--- src/source/harnessPkg.sv ---
package harnessPkg;

	// Host command opcodes, anything else is rejected
	typedef enum logic [7:0] {
		CmdCreate = 8'h00,
		CmdUpdate = 8'h01,
		CmdRead   = 8'h02,
		CmdDelete = 8'h03,
		CmdRandom = 8'h10
	} opcode_t;

	// CRUD payload, address in the top word
	typedef struct packed {
		logic [31:0] addr;
		logic [31:0] data;
		logic [31:0] delay;
	} crudView_t;

	// Random traffic payload
	typedef struct packed {
		logic [31:0] seed;
		logic [31:0] accessCount;
		logic [31:0] baseOffset;
	} seedView_t;

	// Same 96 payload bits, read by whichever engine gets the command
	typedef union packed {
		crudView_t crud;
		seedView_t seed;
	} cmdPayload_u;

	// Opcode byte plus twelve payload bytes
	localparam int CmdBytes = 13;

	// Response word and its byte count on the return link
	localparam int RespWidth = 32;
	localparam int RespBytes = 4;
	localparam logic [RespWidth-1:0] RespBad = '1;

endpackage

--- src/source/respSender.sv ---
`timescale 1ns/1ps

module respSender (
	input  logic                             sys_clk_p,
	input  logic                             rstN,
	input  logic [harnessPkg::RespWidth-1:0] crudResp,
	input  logic                             crudValid,
	output logic                             crudReady,
	input  logic [harnessPkg::RespWidth-1:0] randResp,
	input  logic                             randValid,
	output logic                             randReady,
	input  logic                             badValid,
	output logic                             badReady,
	output logic [7:0]                       outByte,
	output logic                             outValid,
	input  logic                             outReady
);
	import harnessPkg::*;

	localparam int CntWidth = $clog2(RespBytes);

	logic                 busy;
	logic [CntWidth-1:0]  byteCnt;
	logic [RespWidth-1:0] shiftReg;
	logic                 load;
	logic                 byteOut;

	// Fixed priority, CRUD then bad opcode then random
	assign crudReady = !busy;
	assign badReady = !busy && !crudValid;
	assign randReady = !busy && !crudValid && !badValid;
	assign load = !busy && (crudValid || badValid || randValid);

	// Most significant byte leaves first
	assign outValid = busy;
	assign outByte = shiftReg[RespWidth-1 -: 8];
	assign byteOut = outValid && outReady;

	always_ff @(posedge sys_clk_p) begin
		if (!rstN) begin
			busy <= 1'b0;
			byteCnt <= '0;
		end else if (load) begin
			busy <= 1'b1;
			byteCnt <= '0;
		end else if (byteOut) begin
			byteCnt <= byteCnt + 1'b1;
			// Free again after the last byte
			if (byteCnt == CntWidth'(RespBytes - 1)) begin
				busy <= 1'b0;
			end
		end
	end

	// Response shifter
	always_ff @(posedge sys_clk_p) begin
		if (load) begin
			if (crudValid) begin
				shiftReg <= crudResp;
			end else if (badValid) begin
				shiftReg <= RespBad;
			end else begin
				shiftReg <= randResp;
			end
		end else if (byteOut) begin
			shiftReg <= {shiftReg[RespWidth-9:0], 8'h00};
		end
	end

endmodule

--- config.mk ---
export PLATFORM = sky130hd
export DESIGN_NAME = respSender
export DESIGN_NICKNAME = d
export VERILOG_FILES = /design/src/source/harnessPkg.sv /design/src/source/respSender.sv
export SDC_FILE = /design/constraint.sdc
export NUM_CORES = 1
export LEC_CHECK = 0
export CAP_MARGIN = 20
export CELL_PAD_IN_SITES_DETAIL_PLACEMENT = 0
export CELL_PAD_IN_SITES_GLOBAL_PLACEMENT = 1
export CORE_ASPECT_RATIO = 1.4
export CORE_UTILIZATION = 40
export DETAILED_ROUTE_END_ITERATION = 12
export DONT_BUFFER_PORTS = 1
export PLACE_DENSITY_LB_ADDON = 0.05
export SLEW_MARGIN = 0
export SYNTH_ARGS = -nofsm -noshare
export SYNTH_HDL_FRONTEND = slang
export SYNTH_SLANG_ARGS = --single-unit
--- constraint.sdc ---
create_clock -name sys_clk_p -period 4.5 [get_ports sys_clk_p]
set_input_delay 0 -clock sys_clk_p [delete_from_list [all_inputs] [get_ports sys_clk_p]]
set_output_delay 0 -clock sys_clk_p [all_outputs]
set_load 0.05 [all_outputs]
After elaboration in Yosys (flattened, before gate mapping). Cells that the tools add are included.

Add/subtract/negate cells: 1. Equal/unequal tests: 1. Multiplexer cells: 7. Bitwise logic cells: 1. Reduce and logical (&&, ||, !) cells: 13.

Operators by type and width (count): $mux 32 (4); $logic_and 1x1->1 (4); $reduce_bool 2->1 (2); $logic_not 1->1 (3); $mux 1 (3); $add 2x1->2 const B (1); $eq 2x2->1 const B (1); $logic_or 1x1->1 (2); $reduce_and 2->1 (1); $reduce_or 2->1 (1); $not 1->1 (1).

Flip-flop bits (word level): 35. Bits of input ports: 70. Output and inout bits: 12. Word-level logic and storage cells: 26.

Longest topological paths before layout. Gate-level depths: netlist of the first run.

Depth in word-level cells: 5. Gate-level depth with buffers: 5. Gate-level depth less buffers: 4.

Worst setup path after synthesis of the first run. No wires, ideal clock.

Path kind: reg-to-reg. Start: reg busy (netlist: outValid). End: reg shiftReg[0] (enable). Data arrival time: 1.927 ns. Data required time: 4.022 ns. Setup slack: 2.094 ns. Cell stages (with the launch flop): 5. Clock period less this slack: 2.406 ns. Cells stage by stage: dfxtp_1 -> inv_1 -> o21ai_4 -> buf_6 -> nand2_1.

Cells in the longest elaborated chain, start to end: 3. Elaborated cells on any way between the ends: 4.

Ends and longest elaborated chain: start: declaration (RTL line respSender.sv:22) `logic busy;`; start signal: assignment (RTL line respSender.sv:41) `busy <= 1'b0;`; start signal: assignment (RTL line respSender.sv:44) `busy <= 1'b1;`; start signal: assignment (RTL line respSender.sv:50) `busy <= 1'b0;`; $logic_not 1->1; named net crudReady (RTL line respSender.sv:8) `output logic crudReady,`; $logic_and 1x1->1 (RTL line respSender.sv:32) `assign load = !busy && (crudValid || badValid || randValid);`; $reduce_bool 2->1 (no line); end signal: assignment (RTL line respSender.sv:59) `shiftReg <= crudResp;`; end signal: assignment (RTL line respSender.sv:61) `shiftReg <= RespBad;`; end signal: assignment (RTL line respSender.sv:63) `shiftReg <= randResp;`; end: declaration (RTL line respSender.sv:24) `logic [RespWidth-1:0] shiftReg;`.

The timed path passes the listed nets, and every way through them passes these cells. A chain may end at the register's enable or synchronous reset.

Worst setup path in the final report of the first run.
Start: reg busy (netlist: outValid). End: reg shiftReg[29] (enable).

The elaborated chain is that of the path after synthesis.

==> flow_summary.json, run 1 <==
{
  "rsz0062_at_grt": "no",
  "r2r-end": "shiftReg[29]$_DFFE_PP_",
  "worstPathCellList": "inv_1 > o21ai_4 > nand2_1 > buf_4",
  "diodes": 0,
  "maxCapViolations": 0,
  "core_area_sq_um": 4200,
  "cp_slowest_cell": "inv_1",
  "clk_pin_slew_worst_paths_ns": 0.07,
  "ant_nets": 0,
  "finalHoldViolCount": 2,
  "cts_hold_buf": 38,
  "synthesis.instances": 164,
  "timing.rr.start": "outValid$_SDFFE_PN0P_",
  "drt_iter0_drc": 42,
  "synth-simple-area-share": 0.0500,
  "status": "complete, but fails checks",
  "final_common_cell": "o21ai_0",
  "synthAdderAreaFrac": 0.00714,
  "fin_ws_ns": 2.63,
  "fillers": 407,
  "whs_path_depth": 2,
  "start_util": 0.417,
  "synth_top_area_frac": 0.548,
  "synthXorXnorAreaFrac": 0.00500,
  "std_cell_rows": 28,
  "layout_common_cells": "o21ai_0, dlygate4sd3_1, edfxtp_1",
  "startpoint": "outValid$_SDFFE_PN0P_",
  "crit_type": "reg -> reg",
  "wl_um": 3770,
  "port_buffers": 0,
  "drc": 5,
  "slowest_delay_ns": 0.37,
  "clockRootBuffer": "clkbuf_8",
  "cts_buffers": 5,
  "cts_tree": "built",
  "cts_resized": 0,
  "p_per_area_nw_per_um2": 373,
  "clock_path_buffers": 2,
  "antenna_found_initial": 0,
  "drive_gt1_frac": 0.0718,
  "seq_area_frac_synth": 0.582,
  "relSlewSlack": 0.383,
  "leakage_uw": 0.000774,
  "synth_mux_area_frac": 0.00642,
  "cts_setup_buffers": 0,
  "arrival_ns": 1.83,
  "clock_latency_ns": 0.29,
  "die_area_sq_um": 4650,
  "avgSynthCellArea_sq_um": 10.7,
  "grt_first_pass_wirelength_um": 5910,
  "yosysTopAreaCell": "edfxtp_1",
  "syn_nets": 235,
  "die_h_um": 80.3,
  "h-tree-depth": 2,
  "crit_required_ns": 4.46,
  "synth.distinct_cells": 21,
  "grtUsageTotal": 0.171,
  "failed_checks": "DRC, hold timing",
  "finalClockSkew_ns": 0.00295,
  "finalCriticalPeriod_ns": 1.87,
  "pre_cts_ws_ns": 2.25,
  "area_delta_synth_final_pct": 25.6,
  "ys_seq_elements": 35,
  "fin_tns_setup_ns": 0,
  "grt-ovfl-total": 0,
  "period_share": 0.415,
  "synth_top_family_by_area": "compound AO/OA/AOI/OAI gates",
  "dp_hpwl_um": 2250,
  "grt_pass1_vias": 1344,
  "worstMarginPinSlew_ns": 0.924,
  "clock-sinks": 35,
  "yosys_warnings": 0,
  "fin_nets": 265,
  "timing.hold.ws_ns": -0.00269,
  "wire_per_inst_um": 15.7,
  "first_pass_iters": 8,
  "ir_worst_vdd_mv": 0.217,
  "vias": 1387,
  "r2r_setup_slack_ns": 2.63,
  "worstPathMaxFanout": 36,
  "synth_compound_area_frac": 0.261,
  "ff2ff_path_depth": 4,
  "startpoint_type": "register",
  "drv_slew": 0,
  "gp_congestion": 0.707,
  "endpoint": "shiftReg[29]$_DFFE_PP_",
  "synth_area_leaders": "edfxtp_1, o21ai_0, o22ai_1",
  "grt_max_degree": 37,
  "critPathCaptureType": "register",
  "fmax_ghz": 0.536,
  "die_w_um": 58.0,
  "setup_viol": 0,
  "ios": 82,
  "viasPerCell": 5.78,
  "syn_area_sq_um": 1750,
  "hold_class": "in -> reg"
}
[synthesized netlist by cell type, drive strengths merged]
library cell   n
nand2          4
xnor2          1
or2            1
o22ai         31
and3           2
ha             1
buf           18
inv            2
dfxtp          3
nor3           4
a21boi         1
mux2           1
o21ai         49
clkbuf         5
edfxtp        32
nor2           9
[metrics by stage]
step	total power [uW]	instances	cell area (sq um)	util
detailed placement	581	191	1710	0.406
floorplan	577	164	1750	-
global route	860	240	2200	0.524
finish	822	240	2200	0.524
CTS	825	237	2170	0.515
global placement	577	191	1710	0.406
[area by class of cell]
type | count | area, sq um | share of cell area
Multi-Input combinational cell | 104 | 583 | 0.265
Inverter | 2 | 7.51 | 0.00341
Clock buffer | 8 | 80.1 | 0.0364
Timing Repair Buffer | 46 | 453 | 0.206
Sequential cell | 35 | 1020 | 0.464
Tap cell | 45 | 56.3 | 0.0256
[routing by layer]
layer,track usage,up-vias,wire (um),part of all wire
li1,-,685,-,-
met1,0.177,640,1470,0.39
met2,0.309,56,1990,0.53
met3,0.0548,6,259,0.069
met4,0.0762,0,59,0.016
met5,0,-,0,0
[worst min-delay path by stage]
stage | slack [ns] | start | end
global route | 0.002 | crudResp[23] | shiftReg[23]$_DFFE_PP_
global placement | 0.15 | rstN | byteCnt[1]$_SDFFE_PP0P_
detailed placement | 0.15 | rstN | byteCnt[1]$_SDFFE_PP0P_
finish | -0.003 | badValid | shiftReg[5]$_SDFFCE_PP0P_
CTS | 0.0002 | randResp[18] | shiftReg[18]$_DFFE_PP_
floorplan | 0.15 | rstN | byteCnt[0]$_SDFFE_PP0P_
[registers in the layout, indices dropped and copies added (netlist names)]
name,count
shiftReg,32
byteCnt,2
outValid,1
[cells by family after synthesis]
group,after synthesis
AOI/OAI and AO/OA,81
DFF,35
buffers and inverters,25
and+or+nand+nor,20
xor gates and xnor gates,1
muxes,1
adders and majority gates,1
[where the power goes]
part | leakage (uW) | internal [uW] | total [uW] | switching, uW
registers | 0.000348 | 418 | 470 | 52.0
clock network | 0.0000395 | 110 | 216 | 106
logic | 0.000387 | 60.9 | 136 | 75.1
total | 0.000774 | 588 | 822 | 233
[worst max-delay path: cells and delay by family (launching register included)]
family	cells	cell delay [ns]
flip-flops	1	0.31
AND/OR/NAND/NOR	1	0.19
buffers and inverters	2	0.68
AO/OA/AOI/OAI	1	0.35
Note: power is estimated with default switching activity, not from simulation.
==> inputs of run 2 (changes only) <==
==> constraint.sdc (replaced) <==
create_clock -name sys_clk_p -period 1.7 [get_ports sys_clk_p]
set_input_delay 0 -clock sys_clk_p [delete_from_list [all_inputs] [get_ports sys_clk_p]]
set_output_delay 0 -clock sys_clk_p [all_outputs]
set_load 0.05 [all_outputs]
==> run 2 against run 1 <==
Net effect: the flow finishes with violations (DRC); flip-flop and latch count unchanged; worst setup slack got worse by 2.2 ns; die area unchanged; routed wire length increased by 8.0%; register-to-register slack got worse by 2.2 ns; combinational power increased to 2.9 times the previous value; via count increased by 2.7%; sequential power increased to 2.7 times the previous value; final cell count increased by 1.7%; clock skew increased by 0.0022 ns; sequential share of layout area decreased by 1.1 points.
==> flow_summary.json, run 2 (synthesis gave the netlist of run 1 again) <==
{
  "status": "complete, but fails checks",
  "failed_checks": "DRC",
  "worstPathMaxFanout": 9,
  "largest_reg_flops": 32,
  "timing.rr.start": "outValid$_SDFFE_PN0P_",
  "clock-sinks": 35,
  "critPathCaptureType": "register",
  "arrival_ns": 1.47,
  "cts_buffers": 5,
  "drc": 4,
  "grt_first_pass_wirelength_um": 6040,
  "ant_nets": 0,
  "clk_pin_slew_worst_paths_ns": 0.07,
  "start_util": 0.417,
  "std_cell_rows": 28,
  "first_pass_iters": 9,
  "clockRootBuffer": "clkbuf_8",
  "port_buffers": 0,
  "cts_resized": 0,
  "cp_num_cells": 4,
  "fin_nets": 269,
  "drt_iter0_drc": 53,
  "viasPerCell": 5.84,
  "hold_class": "in -> reg",
  "finalCriticalPeriod_ns": 1.29,
  "p_per_area_nw_per_um2": 983,
  "maxCapViolations": 0,
  "cp_top_family": "flip-flops",
  "cts_tree": "built",
  "ir_worst_vdd_mv": 0.465,
  "cts_hold_buf": 37,
  "critPathBufInv": 1,
  "grt_max_degree": 33,
  "ios": 82,
  "slowest_delay_ns": 0.35,
  "drv_slew": 0,
  "die_area_sq_um": 4650,
  "fmax_ghz": 0.776,
  "h-tree-depth": 2,
  "diodes": 0,
  "crit_required_ns": 1.88,
  "grtUsageTotal": 0.178,
  "crit_type": "reg -> reg",
  "drive_gt1_frac": 0.131,
  "worstHoldStart": "randResp[31]",
  "wl_um": 4080,
  "dp_hpwl_um": 2530,
  "core_area_sq_um": 4200,
  "leakage_uw": 0.000806,
  "finalClockSkew_ns": 0.00511,
  "whs_path_depth": 2,
  "final_common_cell": "o21ai_0",
  "die_w_um": 58.0,
  "finalHoldViolCount": 0,
  "grt_pass1_vias": 1313,
  "setup_viol": 0,
  "power_uw": 2220,
  "top_register": "shiftReg",
  "startpoint_type": "register",
  "worstHoldEndpoint": "shiftReg[31]$_DFFE_PP_",
  "die_h_um": 80.3,
  "timing.hold.ws_ns": 0.00290,
  "period_share": 0.758,
  "cp_slowest_cell": "dfxtp_4",
  "rsz0062_at_grt": "no",
  "area_delta_synth_final_pct": 29.1,
  "clock_path_buffers": 2,
  "r2r-end": "byteCnt[1]$_SDFFE_PP0P_",
  "antenna_found_initial": 0,
  "wire_per_inst_um": 16.7,
  "ff2ff_path_depth": 4,
  "layout_common_cells": "o21ai_0, dlygate4sd3_1, edfxtp_1",
  "worstPathCellList": "buf_4 > nand2_1 > mux2_2 > and3_1",
  "fin_tns_setup_ns": 0,
  "gp_congestion": 0.723,
  "worstMarginPinSlew_ns": 0.512,
  "cts_setup_buffers": 0,
  "relSlewSlack": 0.657,
  "vias": 1425,
  "r2r_setup_slack_ns": 0.41,
  "clock_latency_ns": 0.28,
  "grt-ovfl-total": 0
}
-- run 2: how the worst max path moves through the flow --
stage	startpoint	end	slack, ns
after floorplan	outValid$_SDFFE_PN0P_	shiftReg[0]$_SDFFCE_PP0P_	0.09
after global placement	outValid$_SDFFE_PN0P_	byteCnt[1]$_SDFFE_PP0P_	0.44
after detailed placement	outValid$_SDFFE_PN0P_	byteCnt[1]$_SDFFE_PP0P_	0.42
after CTS	outValid$_SDFFE_PN0P_	randReady	0.41
after global routing	crudValid	shiftReg[12]$_DFFE_PP_	0.35
final	outValid$_SDFFE_PN0P_	byteCnt[1]$_SDFFE_PP0P_	0.41
-- run 2: final cells by class --
| type | count | area, sq um |
|---|---|---|
| Clock buffer | 7 | 76.3 |
| Clock inverter | 1 | 5.00 |
| Fill cell | 372 | 1940 |
| Inverter | 2 | 11.3 |
| Multi-Input combinational cell | 104 | 596 |
| Sequential cell | 35 | 1020 |
| Tap cell | 45 | 56.3 |
| Timing Repair Buffer | 50 | 493 |
-- run 2: worst reg2reg max path: stages, from the launching register on --
cell and delay, ns:
dfxtp_4 0.35, buf_4 0.16, nand2_1 0.16, mux2_2 0.35, and3_1 0.17
-- run 2: report_power, final --
| group | internal (uW) | switching, uW | total, uW | leakage [uW] |
|---|---|---|---|---|
| clock network | 287 | 290 | 577 | 0.0000422 |
| logic | 187 | 212 | 399 | 0.000416 |
| registers | 1110 | 141 | 1250 | 0.000348 |
-- run 2: through the flow --
stage,utilization,std cells,area (sq um),setup slack (ns)
floorplan,-,164,1770,0.0919
global placement,0.431,199,1810,0.436
detailed placement,0.431,199,1810,0.422
CTS,0.538,244,2260,0.408
global route,0.538,244,2260,0.346
finish,0.538,244,2260,0.411
-- run 2: routing by layer --
| metal | share of wire | vias to the layer above | global-route usage |
|---|---|---|---|
| met4 | 0.017 | 0 | 0.0714 |
| met2 | 0.55 | 65 | 0.321 |
| met3 | 0.055 | 7 | 0.0483 |
| met5 | 0 | - | 0 |
| met1 | 0.38 | 661 | 0.195 |
| li1 | - | 692 | - |
