`config.mk`:
```
export PLATFORM = sky130hd
export DESIGN_NAME = memArbiter
export DESIGN_NICKNAME = d
export VERILOG_FILES = /design/src/source/memPkg.sv /design/src/source/memArbiter.sv
export SDC_FILE = /design/constraint.sdc
export NUM_CORES = 1
export LEC_CHECK = 0
export BUFFER_PORTS_ARGS = -buffer_cell sky130_fd_sc_hd__buf_4
export CELL_PAD_IN_SITES_DETAIL_PLACEMENT = 1
export CELL_PAD_IN_SITES_GLOBAL_PLACEMENT = 1
export CORE_AREA = 3 3 85 87
export CTS_CLUSTER_SIZE = 20
export DETAILED_ROUTE_END_ITERATION = 7
export DIE_AREA = 0 0 88 90
export GPL_TIMING_DRIVEN = 1
export MAX_ROUTING_LAYER = met4
export PLACE_DENSITY = 0.81
export SLEW_MARGIN = 0
export SYNTH_ARGS = -nofsm -noshare
export SYNTH_HDL_FRONTEND = slang
export SYNTH_SLANG_ARGS = --single-unit
```
`constraint.sdc`:
```
create_clock -name sys_clk_p -period 2.75 [get_ports sys_clk_p]
set_clock_uncertainty 0.1 [all_clocks]
set_input_delay 0.275 -clock sys_clk_p [delete_from_list [all_inputs] [get_ports sys_clk_p]]
set_output_delay 0.275 -clock sys_clk_p [all_outputs]
set_load 0.005 [all_outputs]
```
`src/source/memPkg.sv`:
```
package memPkg;

	// ------------------------------------------------------------
	// Block store bus
	// ------------------------------------------------------------

	// Request address as seen by the engines and arbiter
	localparam int AddrWidth = 32;

	// Store word, also the read data bus
	localparam int DataWidth = 32;

	// ------------------------------------------------------------
	// Traffic generator
	// ------------------------------------------------------------

	// Fibonacci LFSR state, added to the base offset for each read
	localparam int LfsrWidth = 32;

endpackage

```
`src/source/memArbiter.sv`:
```
`timescale 1ns/1ps

module memArbiter (
	input  logic                         sys_clk_p,
	input  logic                         rstN,
	input  logic                         aReq,
	input  logic                         aWe,
	input  logic [memPkg::AddrWidth-1:0] aAddr,
	input  logic [memPkg::DataWidth-1:0] aWdata,
	output logic                         aGnt,
	output logic                         aRvalid,
	input  logic                         bReq,
	input  logic                         bWe,
	input  logic [memPkg::AddrWidth-1:0] bAddr,
	input  logic [memPkg::DataWidth-1:0] bWdata,
	output logic                         bGnt,
	output logic                         bRvalid,
	output logic                         en,
	output logic                         we,
	output logic [memPkg::AddrWidth-1:0] addr,
	output logic [memPkg::DataWidth-1:0] wdata
);

	// Set when port b took the last grant
	logic lastB;

	// Under contention the port that lost last time wins
	assign aGnt = aReq && (!bReq || lastB);
	assign bGnt = bReq && (!aReq || !lastB);

	// Winner onto the store port
	assign en = aGnt || bGnt;
	assign we = aGnt ? aWe : bWe;
	assign addr = aGnt ? aAddr : bAddr;
	assign wdata = aGnt ? aWdata : bWdata;

	// Read owner tracking, rvalid lines up with the store output
	always_ff @(posedge sys_clk_p) begin
		if (!rstN) begin
			lastB <= 1'b0;
			aRvalid <= 1'b0;
			bRvalid <= 1'b0;
		end else begin
			if (aGnt) begin
				lastB <= 1'b0;
			end else if (bGnt) begin
				lastB <= 1'b1;
			end
			aRvalid <= aGnt && !aWe;
			bRvalid <= bGnt && !bWe;
		end
	end

endmodule

```
### Yosys cells after proc, flatten, opt, wreduce, memory -nomap -nowiden

Cells that the tools add are included.

* bitwise operators: 1
* shift operators: 0
* equal/unequal tests: 0
* divide/modulo/power cells: 0
* $lt $le $gt $ge: 0
* $add $sub $neg: 0
* reduce and logical (&&, ||, !) cells: 13
* multipliers: 0
* mux-type cells: 3

Operators with widths (number)
* two-way mux 32 bit: 2
* zero test 1 bit: 5
* logical AND 1 bit: 4
* logical OR 1 bit: 3
* OR reduction 2 bit: 1
* two-way mux 1 bit: 1
* inverter 1 bit: 1

* register bits: 3
* bits in latches: 0
* RAM bits: 0
* memories kept: 0
* output and inout port bits: 70
* word-level logic and storage cells: 20
* memory bits (read-only): 0

### Longest topological paths before layout

Gate-level depths: netlist of run 1.

* word-level depth: 4
* gate-level depth with buffers: 5

### Worst setup path before layout of run 1

No wires, ideal clock.

* kind: flip-flop to output port
* start point: register lastB
* end point: output wdata[23] in the netlist's numbering
* required time: 2.375 ns
* slack: 1.236 ns
* data arrival time: 1.139 ns
* stages on the path, launching flop included: 5
* path through: dfxtp_1 o21ai_4 buf_6 buf_8 mux2_4

* word-level cells in the longest chain between the ends: 3

RTL lines
* from (decl): line memArbiter.sv:25 `logic lastB;`
* from (signal assigned): line memArbiter.sv:40 `lastB <= 1'b0;`
* from (signal assigned): line memArbiter.sv:45 `lastB <= 1'b0;`
* from (signal assigned): line memArbiter.sv:47 `lastB <= 1'b1;`
* logical OR 1 bit: line memArbiter.sv:28 `assign aGnt = aReq && (!bReq || lastB);`
* logical AND 1 bit: line memArbiter.sv:28
* two-way mux 32 bit: line memArbiter.sv:35 `assign wdata = aGnt ? aWdata : bWdata;`
* to (decl): line memArbiter.sv:21 `output logic [memPkg::DataWidth-1:0] wdata`

Every way passes these cells.

### Final worst setup path of run 1

* start point: register lastB
* end point: output addr[3] in the netlist's numbering

* word-level cells in the longest chain between the ends: 3

RTL lines
* logical OR 1 bit: line memArbiter.sv:28
* logical AND 1 bit: line memArbiter.sv:28
* two-way mux 32 bit: line memArbiter.sv:34 `assign addr = aGnt ? aAddr : bAddr;`
* to (decl): line memArbiter.sv:20 `output logic [memPkg::AddrWidth-1:0] addr,`

Every way passes these cells.

==> results of run 1 <==
[how the worst max path moves through the flow]
stage                from        end  cells after the start
CTS                 lastB    addr[3]                      4
global placement     bReq   addr[31]                      6
floorplan           lastB  wdata[23]                      4
finish              lastB    addr[3]                      4
detailed placement   bReq    addr[3]                      6
global route        lastB    addr[3]                      4
[cell families (layout without fill, tap and decap cells)]
logic type             Yosys count  after routing  share of synthesized area, %
AND/OR/NAND/NOR                  3              3                          2.15
buffers and inverters            9            211                          9.20
AO/OA/AOI/OAI                    4              4                          2.99
flip-flops                       3              3                          5.73
multiplexers                    65             65                          79.9
[stage by stage]
step	worst slack [ns]	hold slack, ns
detailed placement	0.769	0.355
global route	0.503	0.125
CTS	0.572	0.126
finish	0.592	0.132
floorplan	1.24	0.251
global placement	0.801	0.356
[Yosys cell counts]
master,instances,share of area (%)
a21oi_1,2,0.96
and3b_1,1,0.84
buf_12,2,3.8
buf_4,3,2.2
buf_6,1,1.1
buf_8,1,1.4
dfxtp_1,3,5.7
inv_1,1,0.36
inv_2,1,0.36
mux2_2,37,40
mux2_4,28,40
nor3b_1,1,0.72
o21ai_0,1,0.48
o21ai_4,1,1.6
or2_2,1,0.60
[layer usage]
metal,share of wire [%],up-vias,global-route usage [%]
li1,-,719,-
met1,33,694,12.0
met2,53,135,23.4
met3,13,4,2.93
met4,0.82,0,2.05
met5,0,-,-
[cell type report]
| cell class | count | area share [%] |
|---|---|---|
| Timing Repair Buffer | 205 | 58.3 |
| Clock buffer | 4 | 1.71 |
| Tap cell | 77 | 3.65 |
| Sequential cell | 3 | 2.28 |
| Multi-Input combinational cell | 72 | 33.8 |
| Inverter | 2 | 0.284 |
[flip-flops by register name (all words and copies together), names as in the netlist]
name     count
bRvalid      1
aRvalid      1
lastB        1
[power by group]
group	internal, uW	switching, uW
sequential	46.1	2.06
combinational	323	127
clock	98.9	29.9
total	468	159
[worst reg2reg max path: cells and delay by family, from the launching register on]
kind | cells | cell delay, ns
AOI/OAI and AO/OA | 1 | 0.16
buffers and inverters | 1 | 0.50
DFF | 1 | 0.34
and+or+nand+nor | 1 | 0.11
==> summary.md, run 1 <==
| Metric | Value |
|---|---|
| Actual slew at the worst max-slew pin | approximately 0.59 ns |
| Leakage power total | approximately 0.0015 uW |
| Total Die Area | 7920 sq um |
| Initial DRC count | 3 |
| CTS tree | done |
| Kind of capture point of the worst setup path | output port |
| Gate count of the mapped netlist | 84 |
| Count of buffers from port buffering | roughly 200 |
| Highest ir drop seen on vdd | ~140 uV |
| Number of buffers inserted by post-CTS setup repair | 0 |
| Fillcell total | around 760 |
| Initial antenna violation count | 0 |
| Synth cell types | 15 |
| Commonest cells after routing, fill and taps aside | buf_4 (205), mux2_2 (37), mux2_4 (28), dfxtp_1 (3), clkbuf_8 (3) |
| Endpoints failing setup | 0 |
| Antenna Violating Nets Remaining | 0 |
| Type of the worst setup path | flop to output port |
| Post-synthesis net count | roughly 220 |
| CP top delay family | buffers and inverters |
| Maximum fanout count along the critical path | 36 |
| Core area | approximately 6400 sq um |
| RSZ-0062 raised after global routing | no |
| Wire length reported by the detailed router | approximately 5.3 mm |
| Sink Count | 3 |
| Worst path cell trace | o21ai_4 -> buf_4 -> mux2_2 -> buf_4 |
| Reg2Reg Capture Point | aRvalid |
| Largest net degree at the start of global routing | 37 |
| First-pass iteration count of the detailed router | 2 |
| Total design power | ~630 uW |
| Category of the worst setup path launch point | flop |
| Final HPWL from detailed placement | 4.79 mm |
| FF/Latch Area | 60.1 sq um |
| Startpoint of the worst-slack reg-to-reg timing path | lastB |
| Buffer depth of the longest clock path | 2 |
| Most common cell after layout, fill and taps aside | buf_4 |
| Count of standard-cell rows | 29 |
| Vias | between 1.5k and 2k |
| Count of final hold-check violations | 0 |
| Syn. warnings | 0 |
| Critical Path Slowest Stage Cell | buf_4 |
| Worst slew margin relative to its limit | around 60% |
| Global-route wire length before repair | about 7.5 mm |
| Final core utilization | about 41% |
| Crit path buf inv count | 2 |
| Yosys reg bits | 3 |
| Placed cell count | approximately 360 |
| Max-cap check violation count | 0 |
| Fraction of final layout cells sized beyond drive strength 1 | 96.5% |
| Endpoint, Worst Hold | aRvalid |
| Proportion of synthesized chip area in sequential cells | approximately 5.7% |
| Detailed-route vias per instance | roughly 4.3 |
| Top-level port count | just over 200 |
| Clock input transition at the sequential cells of the worst setup and hold paths | ~0.030 ns |
| H-tree levels | 1 |
| Fin crit period | around 2.2 ns |
| NumNets Final | 421 |
| Number of gates resized after cts | 0 |
| Average wire per cell in the routed design | roughly 15 um |
| Latest clock arrival within the worst-skew pair | 0.21 ns |
| Worst reg-to-reg setup slack | about 1.4 ns |
| Instance area at placement | about 2600 sq um |
| Area occupied by multi-input gates | about 890 sq um |
| Arrival time at the worst endpoint | between 1.5 and 2 ns |
| Routability Congestion | ~0.70 |
| Number of global-route vias before repair | 1600 |
| Ratio of total power to cell area | approximately 240 nW/um^2 |
| Path type of the worst min-delay path | primary input to flop |
| Most repeated library cell on the critical path | buf_4 |
| CTS Buf Count | 3 |
| Y dimension of the die | roughly 90 um |
| CTS Root Cell | clkbuf_8 |
| Area of all placed cells without fillers | about 2600 sq um |
| Die W | between 80 and 90 um |
| Hold Path Origin | aWe |
| WP data required | around 2.4 ns |
| Effective utilization at floorplan | roughly 16% |
| Number of antenna repair diodes | 0 |
| Synthesis-to-finish area growth | 152% |
| Total Neg Setup Slack | 0 ns |
| Post-CTS Hold Fix Bufs | 0 |
| Hold-critical path depth | 2 |
| Final std cells w/o fill | 363 |
| Maximum clock rate | between 400 and 500 MHz |
| Synthesized area per cell | 12.5 sq um |
| Residual DRC count | 0 |
| Total count of max-transition violations in the final report | 0 |
| Gr ovfl total | 0 |
| Critical path's largest stage delay | 0.50 ns |
| Outcome | finished, final reports clean |
| Global Route Usage Sum | ~12% |
| Cells on worst reg2reg path | 3 |
| Post-synthesis cell area | approximately 1000 sq um |
| Share of the clock period used by the worst path after layout | 78.5% |
No activity file was read; power rests on OpenSTA's default activity.
==> inputs of run 2 (changes only) <==
--- a/config.mk
+++ b/config.mk
@@ -5,16 +5,17 @@
 export SDC_FILE = /design/constraint.sdc
 export NUM_CORES = 1
 export LEC_CHECK = 0
+export ABC_AREA = 1
 export BUFFER_PORTS_ARGS = -buffer_cell sky130_fd_sc_hd__buf_4
 export CELL_PAD_IN_SITES_DETAIL_PLACEMENT = 1
 export CELL_PAD_IN_SITES_GLOBAL_PLACEMENT = 1
-export CORE_AREA = 3 3 85 87
+export CORE_AREA = 3 3 95 97
 export CTS_CLUSTER_SIZE = 20
 export DETAILED_ROUTE_END_ITERATION = 7
-export DIE_AREA = 0 0 88 90
+export DIE_AREA = 0 0 98 100
 export GPL_TIMING_DRIVEN = 1
 export MAX_ROUTING_LAYER = met4
-export PLACE_DENSITY = 0.81
+export PLACE_DENSITY = 0.78
 export SLEW_MARGIN = 0
 export SYNTH_ARGS = -nofsm -noshare
 export SYNTH_HDL_FRONTEND = slang
==> constraint.sdc (replaced) <==
create_clock -name sys_clk_p -period 2.17 [get_ports sys_clk_p]
set_clock_uncertainty 0.1 [all_clocks]
set_input_delay 0.217 -clock sys_clk_p [delete_from_list [all_inputs] [get_ports sys_clk_p]]
set_output_delay 0.217 -clock sys_clk_p [all_outputs]
set_load 0.005 [all_outputs]
==> run 2 against run 1 <==
  * Hold slack got worse by 0.057 ns
  * Global-route usage up 3.4 points
  * Highest routed layer unchanged
  * Critical path type unchanged
  * Register-to-register slack got worse by 0.39 ns
  * Largest power group unchanged
  * Critical endpoint is now addr[1]
  * Largest cell class unchanged
==> summary.md, run 2 <==
| Metric | Value |
|---|---|
| Outcome | finished, final reports clean |
| Top-level port count | roughly 200 |
| Most common cell in the netlist | nand3_1 |
| Total design power | about 900 uW |
| Yosys reg bits | 3 |
| FF/Latch Area | 60.1 sq um |
| Maximum clock rate | roughly 600 MHz |
| Number of antenna repair diodes | 0 |
| Routability Congestion | between 0.8 and 0.9 |
| NumNets Final | 562 |
| Kind of capture point of the worst setup path | output port |
| Basic-gate share of the synthesized area counting and, or, nand and nor cells | approximately 76% |
| Highest ir drop seen on vdd | a little over 300 uV |
| Sink Count | 3 |
| Clock input transition at the sequential cells of the worst setup and hold paths | approximately 0.030 ns |
| Initial DRC count | 63 |
| Vias | 2470 |
| Category of the worst setup path launch point | flop |
| Antenna Violating Nets Remaining | 0 |
| RSZ-0062 raised after global routing | no |
| Fin crit period | approximately 1.7 ns |
| Parity-gate share of the synthesized area counting xor and xnor cells | 0% |
| Total count of max-transition violations in the final report | 0 |
| Cell types occupying the most area after synthesis | nand3_1 (47%), nand2_1 (20%), buf_6 (9.5%), nand3_2 (7.7%), buf_2 (5.8%) |
| Average wire per cell in the routed design | 15.0 um |
| Wire length reported by the detailed router | about 8.0 mm |
| Final HPWL from detailed placement | approximately 6.3 mm |
| Effective utilization at floorplan | 15.9% |
| Synth cell types | 15 |
| Total Neg Setup Slack | 0 ns |
| Detailed-route vias per instance | 4.64 |
| Type of the worst setup path | flop to output port |
| Routed met3 length | roughly 530 um |
| WP data required | 1.85 ns |
| Latest clock arrival within the worst-skew pair | 0.22 ns |
| Commonest cells after routing, fill and taps aside | buf_4 (208), nand3_1 (122), nand2_1 (68), nand3_2 (10), inv_1 (4) |
| First-pass iteration count of the detailed router | 4 |
| Actual slew at the worst max-slew pin | ~0.40 ns |
| Count of final hold-check violations | 0 |
| Met1 layer wirelength in the final routing | 3.17 mm |
| Global Route Usage Sum | approximately 15% |
| Area occupied by multi-input gates | 998 sq um |
| Proportion of netlist area held by the largest area contributor | between 40% and 50% |
| Gr ovfl total | 0 |
| Instance area at placement | between 2000 and 3000 sq um |
| Top routing layer used | met4 |
| CTS Root Cell | clkbuf_8 |
| Fraction of final layout cells sized beyond drive strength 1 | between 50 and 60% |
| Worst slew margin relative to its limit | 73.2% |
| Flip-flop cell with the highest count after synthesis | dfxtp_1 |
| Number of buffers inserted by post-CTS setup repair | 0 |
| Met2 WL post-DR | around 4.2 mm |
| Residual DRC count | 0 |
| Total Die Area | a little under 10000 sq um |
| Post-CTS Hold Fix Bufs | 0 |
| Most common cell after layout, fill and taps aside | buf_4 |
| Share of cell area taken by muxes after synthesis | 0% |
| Fraction of the mapped netlist area in compound gates | less than 1% |
| Largest net degree at the start of global routing | 70 |
| CTS tree | done |
| Y dimension of the die | about 100 um |
| Initial antenna violation count | 0 |
| Post-synthesis cell area | approximately 1300 sq um |
| Leakage power total | 0.00169 uW |
| Syn. warnings | 0 |
| Combinational family with the most area after synthesis | simple AND/OR/NAND/NOR gates |
| Post-synth EDFFs | 0 |
| Number of global-route vias before repair | about 2.5k |
| Maximum fanout count along the critical path | 34 |
| Endpoints failing setup | 0 |
| CTS Buf Count | 3 |
| Gate count of the mapped netlist | 243 |
| Path type of the worst min-delay path | primary input to flop |
| Number of gates resized after cts | 0 |
| Synthesis-to-finish area growth | 118% |
| Hold-critical path depth | 2 |
| H-tree levels | 1 |
| Largest registers | aRvalid: 1 flops, bRvalid: 1 flops, lastB: 1 flops |
| Core area | a little over 8000 sq um |
| Arrival time at the worst endpoint | about 1.4 ns |
| Die W | around 98 um |
| Async set-reset flop share out of synthesis | 0% |
| Max-cap check violation count | 0 |
| Share of the clock period used by the worst path after layout | between 70% and 80% |
| Count of buffers from port buffering | between 200 and 250 |
| Area of all placed cells without fillers | around 2800 sq um |
| Buffer depth of the longest clock path | 2 |
| Post-synthesis net count | roughly 380 |
| Most numerous cell types in the synthesized netlist | nand3_1 (122), nand2_1 (68), buf_2 (15) |
| Count of standard-cell rows | 33 |
| Proportion of synthesized chip area in sequential cells | between 4 and 5% |
| Synthesized area per cell | 5.36 sq um |
| Cells on worst reg2reg path | 5 |
| Ratio of total power to cell area | 311 nW/um^2 |
| Fillcell total | about 1.1k |
| Yosys top cell by area | nand3_1 |
| Post-synthesis adder-cell area fraction | 0% |
| Global-route wire length before repair | 12.5 mm |
run 2: changes by cell type in the layout (fill, tap and decap cells not counted), sizes merged, moves of 2 or more:
cell / change
nand2: +71
buf: +4
inv: +3
o21ai: -2
mux2: -65
nand3: +132
run 2: cell families after synthesis:
logic type,count (synthesis)
compound gates,1
buf+inv,34
flops,3
simple gates,205
run 2: worst paths after layout:
check | from | to | slack, ns
setup / recovery | lastB | addr[1] | 0.47
hold / removal | bWe | bRvalid | 0.07
setup reg to reg | lastB | aRvalid | 1.00
hold reg to reg | lastB | lastB | 0.38
run 2: where the power goes:
| part | total [uW] | internal (uW) | leakage, uW | switching [uW] |
|---|---|---|---|---|
| Clock | 164 | 125 | 0.0000228 | 38.3 |
| Combinational | 657 | 378 | 0.00164 | 279 |
| Sequential | 60.0 | 58.5 | 0.0000247 | 1.50 |
| Total | 881 | 562 | 0.00169 | 319 |
run 2: layout make-up:
class                      instances  area share (%)
tap                              105            4.63
timing repair buffer             209            55.8
clock buffer                       4            1.59
sequential                         3            2.12
inverter                           5           0.662
multi-input combinational        206            35.2
run 2: critical path, cell delays in order, from the launching register on:
cell and delay, ns:
dfxtp_1 0.35, inv_2 0.05, nand2_2 0.06, buf_4 0.33, nand3_1 0.14, nand2_1 0.11, buf_4 0.11
run 2: metal layers:
metal  GRT usage (%)  vias to the layer above
li1                -                     1196
met3            1.88                        6
met4            2.66                        0
met1            18.4                     1153
met5               -                        -
met2            28.2                      115
run 2: through the flow:
| step | worst slack, ns | std cells | util (%) | hold slack, ns |
|---|---|---|---|---|
| final | 0.473 | 532 | 34.5 | 0.0749 |
| after global routing | 0.362 | 532 | 34.5 | 0.0821 |
| after CTS | 0.465 | 532 | 34.5 | 0.0725 |
| after detailed placement | 0.503 | 528 | 34.0 | 0.301 |
| after global placement | 0.538 | 528 | 34.0 | 0.296 |
| after floorplan | 1.03 | 243 | - | 0.195 |
