File: src/source/harnessPkg.sv
package harnessPkg;

	// Host command opcodes, anything else is rejected
	typedef enum logic [7:0] {
		CmdCreate = 8'h00,
		CmdUpdate = 8'h01,
		CmdRead   = 8'h02,
		CmdDelete = 8'h03,
		CmdRandom = 8'h10
	} opcode_t;

	// CRUD payload, address in the top word
	typedef struct packed {
		logic [31:0] addr;
		logic [31:0] data;
		logic [31:0] delay;
	} crudView_t;

	// Random traffic payload
	typedef struct packed {
		logic [31:0] seed;
		logic [31:0] accessCount;
		logic [31:0] baseOffset;
	} seedView_t;

	// Same 96 payload bits, read by whichever engine gets the command
	typedef union packed {
		crudView_t crud;
		seedView_t seed;
	} cmdPayload_u;

	// Opcode byte plus twelve payload bytes
	localparam int CmdBytes = 13;

	// Response word and its byte count on the return link
	localparam int RespWidth = 32;
	localparam int RespBytes = 4;
	localparam logic [RespWidth-1:0] RespBad = '1;

endpackage

File: src/source/memPkg.sv
package memPkg;

	// ------------------------------------------------------------
	// Block store bus
	// ------------------------------------------------------------

	// Request address as seen by the engines and arbiter
	localparam int AddrWidth = 32;

	// Store word, also the read data bus
	localparam int DataWidth = 32;

	// ------------------------------------------------------------
	// Traffic generator
	// ------------------------------------------------------------

	// Fibonacci LFSR state, added to the base offset for each read
	localparam int LfsrWidth = 32;

endpackage

File: src/source/trafficGen.sv
`timescale 1ns/1ps

module trafficGen (
	input  logic                             sys_clk_p,
	input  logic                             rstN,
	input  harnessPkg::cmdPayload_u          payload,
	input  logic                             cmdValid,
	output logic                             cmdReady,
	output logic                             req,
	output logic                             we,
	output logic [memPkg::AddrWidth-1:0]     addr,
	output logic [memPkg::DataWidth-1:0]     wdata,
	input  logic                             gnt,
	input  logic [memPkg::DataWidth-1:0]     rdata,
	input  logic                             rvalid,
	output logic [harnessPkg::RespWidth-1:0] resp,
	output logic                             respValid,
	input  logic                             respReady
);
	import memPkg::*;

	// FSM encoding
	localparam logic [1:0] StIdle = 2'd0;
	localparam logic [1:0] StReq  = 2'd1;
	localparam logic [1:0] StWait = 2'd2;
	localparam logic [1:0] StResp = 2'd3;

	logic [1:0]           state;
	logic [LfsrWidth-1:0] lfsr;
	logic [LfsrWidth-1:0] seedInit;
	logic [31:0]          remaining;
	logic [AddrWidth-1:0] baseReg;
	logic [DataWidth-1:0] checksum;

	// One Fibonacci step, taps 31 21 1 0 fed back into bit 0
	function automatic logic [LfsrWidth-1:0] lfsrStep(input logic [LfsrWidth-1:0] cur);
		return {cur[LfsrWidth-2:0], cur[31] ^ cur[21] ^ cur[1] ^ cur[0]};
	endfunction

	// All-zero state would lock up the LFSR
	assign seedInit = (payload.seed.seed == '0) ? LfsrWidth'(1) : payload.seed.seed;

	// Reads only
	assign cmdReady = (state == StIdle);
	assign req = (state == StReq);
	assign we = 1'b0;
	assign wdata = '0;
	assign addr = baseReg + lfsr;
	assign resp = checksum;
	assign respValid = (state == StResp);

	// ------------------------------------------------------------
	// Control
	// ------------------------------------------------------------
	always_ff @(posedge sys_clk_p) begin
		if (!rstN) begin
			state <= StIdle;
		end else begin
			case (state)
				StIdle: begin
					// Zero count answers at once with a zero checksum
					if (cmdValid) begin
						state <= (payload.seed.accessCount == '0) ? StResp : StReq;
					end
				end
				StReq: begin
					if (gnt) begin
						state <= StWait;
					end
				end
				StWait: begin
					if (rvalid) begin
						state <= (remaining == 32'd1) ? StResp : StReq;
					end
				end
				default: begin
					if (respReady) begin
						state <= StIdle;
					end
				end
			endcase
		end
	end

	// ------------------------------------------------------------
	// LFSR, counter and checksum
	// ------------------------------------------------------------
	always_ff @(posedge sys_clk_p) begin
		if (cmdReady && cmdValid) begin
			// Step once ahead of the first access
			lfsr <= lfsrStep(seedInit);
			remaining <= payload.seed.accessCount;
			baseReg <= payload.seed.baseOffset;
			checksum <= '0;
		end
		if ((state == StWait) && rvalid) begin
			checksum <= checksum ^ rdata;
			remaining <= remaining - 32'd1;
			lfsr <= lfsrStep(lfsr);
		end
	end

endmodule

File: config.mk
export PLATFORM = sky130hd
export DESIGN_NAME = trafficGen
export DESIGN_NICKNAME = d
export VERILOG_FILES = /design/src/source/harnessPkg.sv /design/src/source/memPkg.sv /design/src/source/trafficGen.sv
export SDC_FILE = /design/constraint.sdc
export NUM_CORES = 1
export LEC_CHECK = 0
export ABC_CLOCK_PERIOD_IN_PS = 4040
export BUFFER_PORTS_ARGS = -buffer_cell sky130_fd_sc_hd__buf_2
export CAP_MARGIN = 20
export CORE_MARGIN = 2
export CORE_UTILIZATION = 47
export CTS_BUF_LIST = sky130_fd_sc_hd__clkbuf_16
export DETAILED_ROUTE_END_ITERATION = 16
export PLACE_DENSITY = 0.85
export SETUP_SLACK_MARGIN = 0.15
export SKIP_CTS_REPAIR_TIMING = 1
export SLEW_MARGIN = 30
export SYNTH_ARGS = -nofsm -noshare
export SYNTH_HDL_FRONTEND = slang
export SYNTH_SLANG_ARGS = --single-unit
export TNS_END_PERCENT = 20
File: constraint.sdc
create_clock -name sys_clk_p -period 4.04 [get_ports sys_clk_p]
set_input_delay 0.606 -clock sys_clk_p [delete_from_list [all_inputs] [get_ports sys_clk_p]]
set_output_delay 0.606 -clock sys_clk_p [all_outputs]
set_load 0.005 [all_outputs]
* Yosys cells after proc, flatten, opt, wreduce, memory -nomap -nowiden *
Cells that the tools add are included.
W data, S select, Z words.

storage, ports and cells
  output and inout port bits = 100
  flip-flop bits (word level) = 130
  bits of input ports = 134

operators by class
  multiplexer cells = 14
  reductions and logical operators = 8
  add/sub/neg operators = 2
  equal/unequal tests = 7
  bitwise logic cells = 7

operator list
  operator                 number
  $mux W32                 7
  $logic_not A32 Y1        2
  $add A32 B32 Y32         1
  $eq A32 B1 Y1 const B    1
  $sub A32 B1 Y32 const B  1
  $xor A32 B32 Y32         1
  $mux W2                  6
  $pmux W2 S3              1
  $xor A1 B1 Y1            6
  $eq A2 B2 Y1 const B     2
  $ne A2 B2 Y1 const B     2
  $reduce_and A4 Y1        1
  $reduce_bool A4 Y1       1
  $eq A2 B1 Y1 const B     1
  $logic_and A1 B1 Y1      2
  $logic_not A2 Y1         1
  $ne A2 B1 Y1 const B     1
  $reduce_bool A2 Y1       1

* Logic depth before layout (Yosys ltp) *
Gate-level depths: netlist of the first run.

  word-level depth = 7
  mapped depth = 9
  mapped depth without buffers = 9

* Least setup slack after synthesis of the first run *
No wires, ideal clock.

  path kind = input-to-reg
  from = input rvalid
  to = register lfsr[0] (enable)
  setup time = 0.898 ns
  path slack = -0.155 ns
  cell stages on the path = 6
  required time = 3.142 ns
  arrival = 3.297 ns
  cell sequence = nor2b_1 -> nand2_1 -> clkbuf_1 -> clkbuf_1 -> buf_1 -> nand2_1

between the ends
  longest elaborated chain between the ends = 2

ends and longest elaborated chain
  element                       RTL line          text
  from (decl)                   trafficGen.sv:15  input logic rvalid,
  $logic_and A1 B1 Y1           trafficGen.sv:96  if ((state == StWait) && rvalid) begin
  $reduce_bool A2 Y1 (no line)  --
  to (signal assigned)          trafficGen.sv:91  lfsr <= lfsrStep(seedInit);
  to (signal assigned)          trafficGen.sv:99  lfsr <= lfsrStep(lfsr);
  to (decl)                     trafficGen.sv:29  logic [LfsrWidth-1:0] lfsr;

No other way between the ends.
A chain may end at the register's enable or synchronous reset.

* Worst setup path after layout of the first run *
  from = register lfsr[0]
  to = output addr[30] in the netlist's numbering

between the ends
  longest elaborated chain between the ends = 1

ends and longest elaborated chain
  element           RTL line          text
  $add A32 B32 Y32  trafficGen.sv:48  assign addr = baseReg + lfsr;
  to (decl)         trafficGen.sv:11  output logic [memPkg::AddrWidth-1:0] addr,

No other way between the ends.

==> flow_metrics.py, run 1 <==
metrics = {
    "outcome": {
        "status": "finished clean",
    },
    "sta": {
        "setup_violations": 0,
        "tightest_slew_ns": 0.681,
        "rsz0062_at_grt": "yes",
        "finalWorstSetupSlack_ns": 0.132,
        "hold_viol_final": 0,
        "clock_skew_ns": 0.00834,
        "min_period_over_period_pct": 96.7,
        "drv_slew": 0,
        "fin_crit_ns": 3.91,
        "max_freq_ghz": 0.256,
        "slew-limit-headroom_pct": 54.6,
    },
    "floorplanning": {
        "num_io_pins": 234,
        "die_area_um2": 17400,
        "start_util_pct": 48.3,
        "die_y_um": 132,
        "core-area_um2": 15900,
        "die_x_um": 132,
        "rows": 46,
    },
    "power": {
        "pwr-share-comb_pct": 23.1,
        "switchingPower_w": 0.00125,
        "p_int_w": 0.00295,
        "p_clk_share_pct": 35.7,
        "vdd_drop_max_mv": 0.286,
        "total_power_w": 0.00420,
        "p_seq_share_pct": 41.3,
        "switching_share_pct": 29.8,
        "total_leakage_power_nw": 3.87,
        "p_per_area_nw_per_um2": 441,
    },
    "drt": {
        "ant_nets": 0,
        "post_drt_wl_per_cell_um": 16.5,
        "vias_per_cell": 5.34,
        "drt_iter0_drc": 446,
        "vias": 6063,
        "dr.pass1.iters": 5,
        "drc": 0,
        "routed_wl_um": 18700,
    },
    "synth": {
        "synth_top_area_share_pct": 49.9,
        "synthAdderAreaFrac_pct": 5.62,
        "synth_warnings": 0,
        "synth_compound_area_share_pct": 9.90,
        "yosys.area_share.simple_pct": 14.0,
        "synth-main-ff-cell": "edfxtp_1",
        "avgSynthCellArea_um2": 11.1,
        "synth_xor_area_share_pct": 10.7,
        "ys_top_cells_by_area": "edfxtp_1 50%, xnor2_1 7.6%, ha_1 5.4%",
        "synth_top_family_by_area": "simple AND/OR/NAND/NOR gates",
        "ys_ff_latch": 130,
        "synth.mux.area_fraction_pct": 4.52,
        "yosysSeqAreaShare_pct": 50.5,
        "async_flop_share_pct": 0,
        "yosysUniqueCellTypes": 59,
        "synth_top_area_cell": "edfxtp_1",
        "synth.cell_area_um2": 7700,
        "synth_edf_count": 128,
        "syn_inst": 695,
    },
    "final_layout": {
        "final_nets": 1074,
        "layout-drive-gt1-share_pct": 32.4,
        "final_cell_mix": "200 x buf_2, 128 x edfxtp_1, 67 x xnor2_1, 66 x nand2_1, 61 x nor2_1",
        "final_cell_area_um2": 9540,
        "layout_commonest_cell": "buf_2",
        "insertedDiodeCount": 0,
        "syn_to_final_growth_pct": 23.9,
    },
    "clock_network": {
        "cts_buffer_depth": 2,
        "cts_made_buffers": 17,
        "cts.sinks": 130,
        "clk_pin_slew_worst_paths_ns": 0.06,
        "htreeDepth": 4,
        "cts_tree": "done",
        "root_buffer": "clkbuf_16",
        "clk_latency_ns": 0.42,
    },
    "setup_path": {
        "required_ns": 3.43,
        "worstSetupEndpointType": "output pin",
        "crit_fanout": 4,
        "worstPathArrival_ns": 3.30,
        "cp-start-kind": "register",
        "worstSetupPathType": "reg2out",
    },
    "global_routing": {
        "grt_pass1_vias": 5738,
        "antenna_found_initial": 1,
        "grt_pass1_wl_um": 28500,
        "grt-ovfl-total": 0,
        "track_usage_pct": 20.9,
        "grt_max_degree": 70,
    },
    "hold_path": {
        "hold_path.class": "in2reg",
    },
    "place": {
        "io_buffers": 200,
        "place_ws_ns": 0.226,
        "dpl-instance-area_um2": 8820,
        "gp_congestion": 0.885,
        "dpl.hpwl_um": 13500,
    },
    "run": {
        "maxCapViolCount": 0,
    },
}
power groups by stage:
stage          sequential [W]  combinational (W)  clock [W]
2_1_floorplan         0.00174           0.000589          0
3_3_place_gp          0.00175           0.000901          0
3_5_place_dp          0.00176           0.000919          0
4_1_cts               0.00173           0.000924    0.00153
5_1_grt               0.00175            0.00107    0.00159
6_report              0.00173           0.000970    0.00150
logic make-up (layout without fill, tap and decap cells):
logic type | count (synthesis) | count (layout)
adders and majority gates | 34 | 34
and+or+nand+nor | 218 | 218
muxes | 31 | 31
buffers and inverters | 64 | 256
AOI/OAI and AO/OA | 123 | 123
other | 1 | 33
DFF | 130 | 130
xor gates and xnor gates | 94 | 94
cells in the mapped netlist, types with 4 or more instances:
cell type and instances:
or3_1 4, nor2_1 61, xor2_1 27, a31oi_1 6, nor2b_1 7, nand2_1 68
nand4_1 11, nor3_1 11, xnor2_1 67, edfxtp_1 128, or4_1 4, a21oi_1 33
mux2_2 30, o211ai_1 4, inv_1 9, o21a_1 4, buf_4 33, o21ai_0 42
clkbuf_1 21, nand3_1 6, ha_1 33, nor4_1 21, a21o_1 9
per-layer routing:
| metal | part of all wire [%] | track usage [%] | up-vias |
|---|---|---|---|
| met5 | 0.070 | 0 | - |
| li1 | - | - | 2930 |
| met1 | 42 | 26.2 | 2828 |
| met4 | 1.3 | 6.52 | 2 |
| met2 | 50 | 35.1 | 278 |
| met3 | 7.2 | 5.84 | 25 |
sequential cells by signal, summed over array words and instances, names as in the netlist:
name / flops
lfsr: 32
baseReg: 32
remaining: 32
state: 2
resp: 32
metrics by stage:
step	TNS, ns	util [%]	instances	hold WS (ns)
CTS	-0.649	58.9	1126	0.332
global placement	0	55.3	1094	0.561
floorplan	0	-	727	0.495
finish	0	59.8	1135	0.359
global route	0	59.8	1135	0.336
detailed placement	0	55.3	1094	0.568
cell type report:
cell class	count	area [um^2]
fillers	1322	6410
inverters	9	33.8
well taps	216	270
clock inverters	15	149
repair buffers	215	1110
multi-input cells	533	3660
clock buffers	17	425
flip-flops and latches	130	3880
worst max-delay path: stages (launching register included):
cell and delay (ns):
edfxtp_1 0.43, ha_4 0.20, fa_2 0.37, a21o_1 0.19, a221o_2 0.43, a311oi_4 0.35, nor4bb_4 0.10, o2111ai_2 0.33
buf_4 0.17, o211ai_1 0.07, o311a_1 0.11, buf_2 0.13
worst paths after layout:
kind                      start       endpoint  slack, ns  cells after the start
hold reg to reg         lfsr[7]        lfsr[8]       0.59                      1
setup reg to reg  remaining[12]  remaining[31]       1.45                      7
setup / recovery        lfsr[0]       addr[30]       0.13                     11
hold / removal       payload[2]     baseReg[2]       0.36                      1
Note: power is estimated with default switching activity, not from simulation.
==> run 2: changes to the inputs <==
- ABC_CLOCK_PERIOD_IN_PS: 4040 -> 3590
- clock period: 4.04 -> 3.59 ns (I/O delays scaled with it)
==> flow_metrics.py, run 2 (same netlist as run 1, synthesis figures left out) <==
metrics = {
    "final_layout": {
        "insertedDiodeCount": 0,
        "layout_commonest_cell": "buf_2",
        "fin_cells": 1134,
        "final_nets": 1074,
        "fill_cells": 1303,
        "final_cell_mix": "200 x buf_2, 128 x edfxtp_1, 66 x nand2_1, 66 x xnor2_1, 61 x nor2_1",
        "syn_to_final_growth_pct": 24.8,
        "layout-drive-gt1-share_pct": 33.8,
    },
    "drt": {
        "dr.pass1.iters": 5,
        "drt_iter0_drc": 431,
        "drc": 0,
        "ant_nets": 0,
        "vias_per_cell": 5.44,
        "routed_wl_um": 19300,
        "post_drt_wl_per_cell_um": 17.0,
        "vias": 6170,
    },
    "run": {
        "maxCapViolCount": 0,
    },
    "sta": {
        "fin_crit_ns": 3.81,
        "setup_violations": 5,
        "tightest_slew_ns": 0.633,
        "hold_viol_final": 0,
        "whs_ns": 0.292,
        "slew-limit-headroom_pct": 57.8,
        "max_freq_ghz": 0.262,
        "drv_slew": 0,
        "rsz0062_at_grt": "yes",
        "clock_skew_ns": 0.0111,
        "min_period_over_period_pct": 106,
        "finalWorstSetupSlack_ns": -0.220,
    },
    "floorplanning": {
        "die_area_um2": 17400,
        "num_io_pins": 234,
        "rows": 46,
        "die_x_um": 132,
        "start_util_pct": 48.3,
        "core-area_um2": 15900,
        "die_y_um": 132,
    },
    "clock_network": {
        "clk_latency_ns": 0.42,
        "htreeDepth": 4,
        "root_buffer": "clkbuf_16",
        "cts.sinks": 130,
        "clk_pin_slew_worst_paths_ns": 0.06,
        "cts_tree": "done",
        "cts_made_buffers": 17,
        "cts_buffer_depth": 2,
    },
    "global_routing": {
        "grt_pass1_vias": 5886,
        "antenna_found_initial": 1,
        "grt_pass1_wl_um": 29900,
        "grt_max_degree": 55,
        "grt-ovfl-total": 0,
        "track_usage_pct": 21.8,
    },
    "place": {
        "placedCellCount": 1096,
        "dpl.hpwl_um": 14100,
        "gp_congestion": 0.894,
        "io_buffers": 200,
    },
    "hold_path": {
        "hold_depth": 1,
        "min-delay-start": "payload[27]",
        "worstHoldEndpoint": "baseReg[27]",
        "hold_path.class": "in2reg",
    },
    "power": {
        "vdd_drop_max_mv": 0.358,
        "total_power_w": 0.00477,
        "p_per_area_nw_per_um2": 497,
        "total_leakage_power_nw": 3.88,
    },
    "setup_path": {
        "reg2reg_depth": 7,
        "worstSetupEndpointType": "output pin",
        "cp-start-kind": "register",
        "timing.rr.end": "remaining[31]",
        "r2r_setup_slack_ns": 0.96,
        "crit_fanout": 4,
        "worstPathArrival_ns": 3.27,
        "required_ns": 3.05,
        "worstSetupPathType": "reg2out",
        "timing.rr.start": "remaining[6]",
    },
    "outcome": {
        "violations": "setup timing",
        "status": "finished, violations left",
    },
}
run 2: changes by cell type in the layout (fill, tap and decap cells not counted), sizes merged:
cell,change
clkinv,-2
clkinvlp,+1
run 2: report_power, final:
group	switching [W]	internal [W]	leakage, nW
registers	0.000101	0.00185	1.25
logic	0.000625	0.000513	2.36
clock network	0.000714	0.000970	0.270
total	0.00144	0.00333	3.88
run 2: worst max-delay path by stage:
stage | startpoint | endpoint | slack [ns] | cells after the start
detailed placement | lfsr[0] | addr[28] | -0.04 | 10
floorplan | lfsr[0] | addr[28] | 0.41 | 9
finish | baseReg[0] | addr[26] | -0.22 | 10
global placement | lfsr[0] | addr[28] | 0.04 | 10
global route | lfsr[0] | addr[26] | -0.31 | 10
CTS | lfsr[0] | addr[28] | -0.49 | 10
run 2: through the flow:
step	util [%]	setup slack, ns	area (um^2)	TNS (ns)
floorplan	-	0.415	7820	0
detailed placement	55.5	-0.0375	8850	-0.0582
finish	60.2	-0.220	9610	-0.791
global placement	55.5	0.0429	8850	0
global route	60.2	-0.310	9610	-1.31
CTS	59.0	-0.495	9410	-2.34
run 2: final cells by class:
cell class / instances / area, um^2 / share of cell area (%)
clock inverters: 14 / 143 / 1.48
clock buffers: 17 / 425 / 4.43
repair buffers: 215 / 1130 / 11.7
well taps: 216 / 270 / 2.81
flip-flops and latches: 130 / 3880 / 40.4
multi-input cells: 533 / 3720 / 38.8
inverters: 9 / 33.8 / 0.352
run 2: per-layer routing:
| metal | wire (um) | global-route usage, % | share of wire (%) | vias up |
|---|---|---|---|---|
| li1 | - | - | - | 2919 |
| met1 | 7880 | 26.6 | 41 | 2919 |
| met2 | 9740 | 37.9 | 50 | 306 |
| met3 | 1430 | 5.69 | 7.4 | 24 |
| met4 | 238 | 6.16 | 1.2 | 2 |
| met5 | 13 | 0 | 0.067 | - |
run 2: worst max-delay path, cell delays in order, from the launching register on:
cell and delay [ns]:
edfxtp_1 0.39, ha_2 0.22, fa_2 0.36, a21o_1 0.18, a221o_2 0.45, a311oi_4 0.36
nor4bb_4 0.11, o2111ai_2 0.33, o211ai_1 0.16, xor2_1 0.15, buf_2 0.13
==> run 3: changes to the inputs <==
- BUFFER_PORTS_ARGS: -buffer_cell sky130_fd_sc_hd__buf_2 -> -buffer_cell sky130_fd_sc_hd__buf_4
- SETUP_SLACK_MARGIN: 0.15 -> 0.1
==> flow_metrics.py, run 3 (same netlist as run 1, synthesis figures left out) <==
metrics = {
    "drt": {
        "routed_wl_um": 19600,
        "post_drt_wl_per_cell_um": 17.2,
        "drc": 0,
        "drt_iter0_drc": 373,
        "ant_nets": 0,
        "dr.pass1.iters": 5,
        "vias_per_cell": 5.38,
        "vias": 6114,
    },
    "floorplanning": {
        "start_util_pct": 48.3,
        "num_io_pins": 234,
        "die_x_um": 132,
        "core-area_um2": 15900,
        "die_area_um2": 17400,
        "die_y_um": 132,
        "rows": 46,
    },
    "outcome": {
        "status": "finished, violations left",
        "violations": "setup timing",
    },
    "setup_path": {
        "critPathMostFrequentCell": "buf_4",
        "critPathMaxStageDelay_ns": 0.43,
        "cp-start-kind": "register",
        "cp.depth": 11,
        "worstSetupPathType": "reg2out",
        "reg2reg_depth": 7,
        "crit_buf_inv": 2,
        "required_ns": 3.05,
        "slowest_stage": "edfxtp_1",
        "r2r_setup_slack_ns": 0.92,
        "worstSetupEndpointType": "output pin",
        "crit_fanout": 3,
        "crit_chain": "ha_4 > fa_2 > a21o_1 > a221o_1 > a311oi_4 > nor4bb_4 > o2111ai_2 > buf_4 > o211ai_1 > o311a_1 > buf_4",
        "worstPathArrival_ns": 3.20,
        "path_delay_family": "compound AO/OA/AOI/OAI gates",
    },
    "clock_network": {
        "cts_buffer_depth": 2,
        "root_buffer": "clkbuf_16",
        "cts.sinks": 130,
        "htreeDepth": 4,
        "clk_pin_slew_worst_paths_ns": 0.06,
        "cts_tree": "done",
        "clk_latency_ns": 0.42,
        "cts_made_buffers": 17,
    },
    "sta": {
        "slew-limit-headroom_pct": 64.0,
        "finalWorstSetupSlack_ns": -0.148,
        "min_period_over_period_pct": 104,
        "tightest_slew_ns": 0.540,
        "whs_ns": 0.298,
        "rsz0062_at_grt": "yes",
        "fin_crit_ns": 3.74,
        "max_freq_ghz": 0.268,
        "clock_skew_ns": 0.0113,
        "drv_slew": 0,
        "hold_viol_final": 0,
        "setup_violations": 6,
    },
    "final_layout": {
        "multi_input_comb_area_um2": 3710,
        "final_cell_mix": "215 x buf_4, 128 x edfxtp_1, 66 x nand2_1, 66 x xnor2_1, 60 x nor2_1",
        "final_nets": 1075,
        "insertedDiodeCount": 0,
        "layout_commonest_cell": "buf_4",
        "fill_cells": 1253,
        "seqCellArea_um2": 3880,
        "layout-drive-gt1-share_pct": 33.6,
        "syn_to_final_growth_pct": 31.0,
    },
    "global_routing": {
        "grtUsageMet2_pct": 38.7,
        "grt-ovfl-total": 0,
        "grt_max_degree": 97,
        "track_usage_pct": 22.1,
        "grt_pass1_vias": 6013,
        "busiest_layer": "met2",
        "use_met1_pct": 26.3,
        "grt_pass1_wl_um": 30400,
        "use_met3_pct": 5.73,
        "antenna_found_initial": 0,
    },
    "power": {
        "vdd_drop_max_mv": 0.467,
        "total_leakage_power_nw": 4.04,
        "total_power_w": 0.00482,
        "p_per_area_nw_per_um2": 478,
    },
    "hold_path": {
        "hold_depth": 1,
        "hold_path.class": "in2reg",
    },
    "place": {
        "gp_congestion": 0.865,
        "dpl.hpwl_um": 14100,
        "io_buffers": 200,
    },
    "run": {
        "maxCapViolCount": 0,
    },
}
[run 3: cell types whose count changed in the layout (fill, tap and decap cells not counted), sizes merged]
cell    change
buf         +1
clkinv      +1
inv         +1
bufinv      -1
[run 3: layout make-up]
cell class | instances | area share [%]
inverter | 9 | 0.335
multi-input combinational | 533 | 36.8
timing repair buffer | 216 | 16.2
tap | 216 | 2.68
sequential | 130 | 38.5
clock inverter | 15 | 1.20
clock buffer | 17 | 4.22
[run 3: path summary, 6_finish.rpt]
kind | to | startpoint
max | addr[30] | lfsr[0]
min | baseReg[16] | payload[16]
max reg2reg | remaining[31] | remaining[6]
min reg2reg | lfsr[8] | lfsr[7]
[run 3: report_power, final]
group / leakage, nW / switching [W] / internal, W
logic: 2.53 / 0.000629 / 0.000633
registers: 1.25 / 0.000103 / 0.00185
clock network: 0.265 / 0.000707 / 0.000900
total: 4.04 / 0.00144 / 0.00339
[run 3: metrics by stage]
step	TNS, ns	area, um^2	util [%]	setup WS, ns	std cells
after floorplan	0	7820	-	0.415	727
final	-0.670	10100	63.2	-0.148	1136
after global placement	0	9350	58.7	0.00587	1097
after CTS	-2.16	9900	62.1	-0.494	1129
after global routing	-1.42	10100	63.2	-0.246	1136
after detailed placement	-0.104	9350	58.7	-0.0522	1097
[run 3: per-layer routing]
metal	vias up	part of all wire, %
li1	2928	-
met1	2846	39
met2	300	51
met3	40	7.6
met4	0	2.4
met5	-	0
[run 3: worst register-to-register path, cell delays in order (launching register included)]
cell and delay (ns):
edfxtp_1 0.47, or4_1 0.59, or2_2 0.35, nor4_4 0.32, and2_1 0.24, nand2_1 0.08, xor2_1 0.21, o21ai_0 0.12
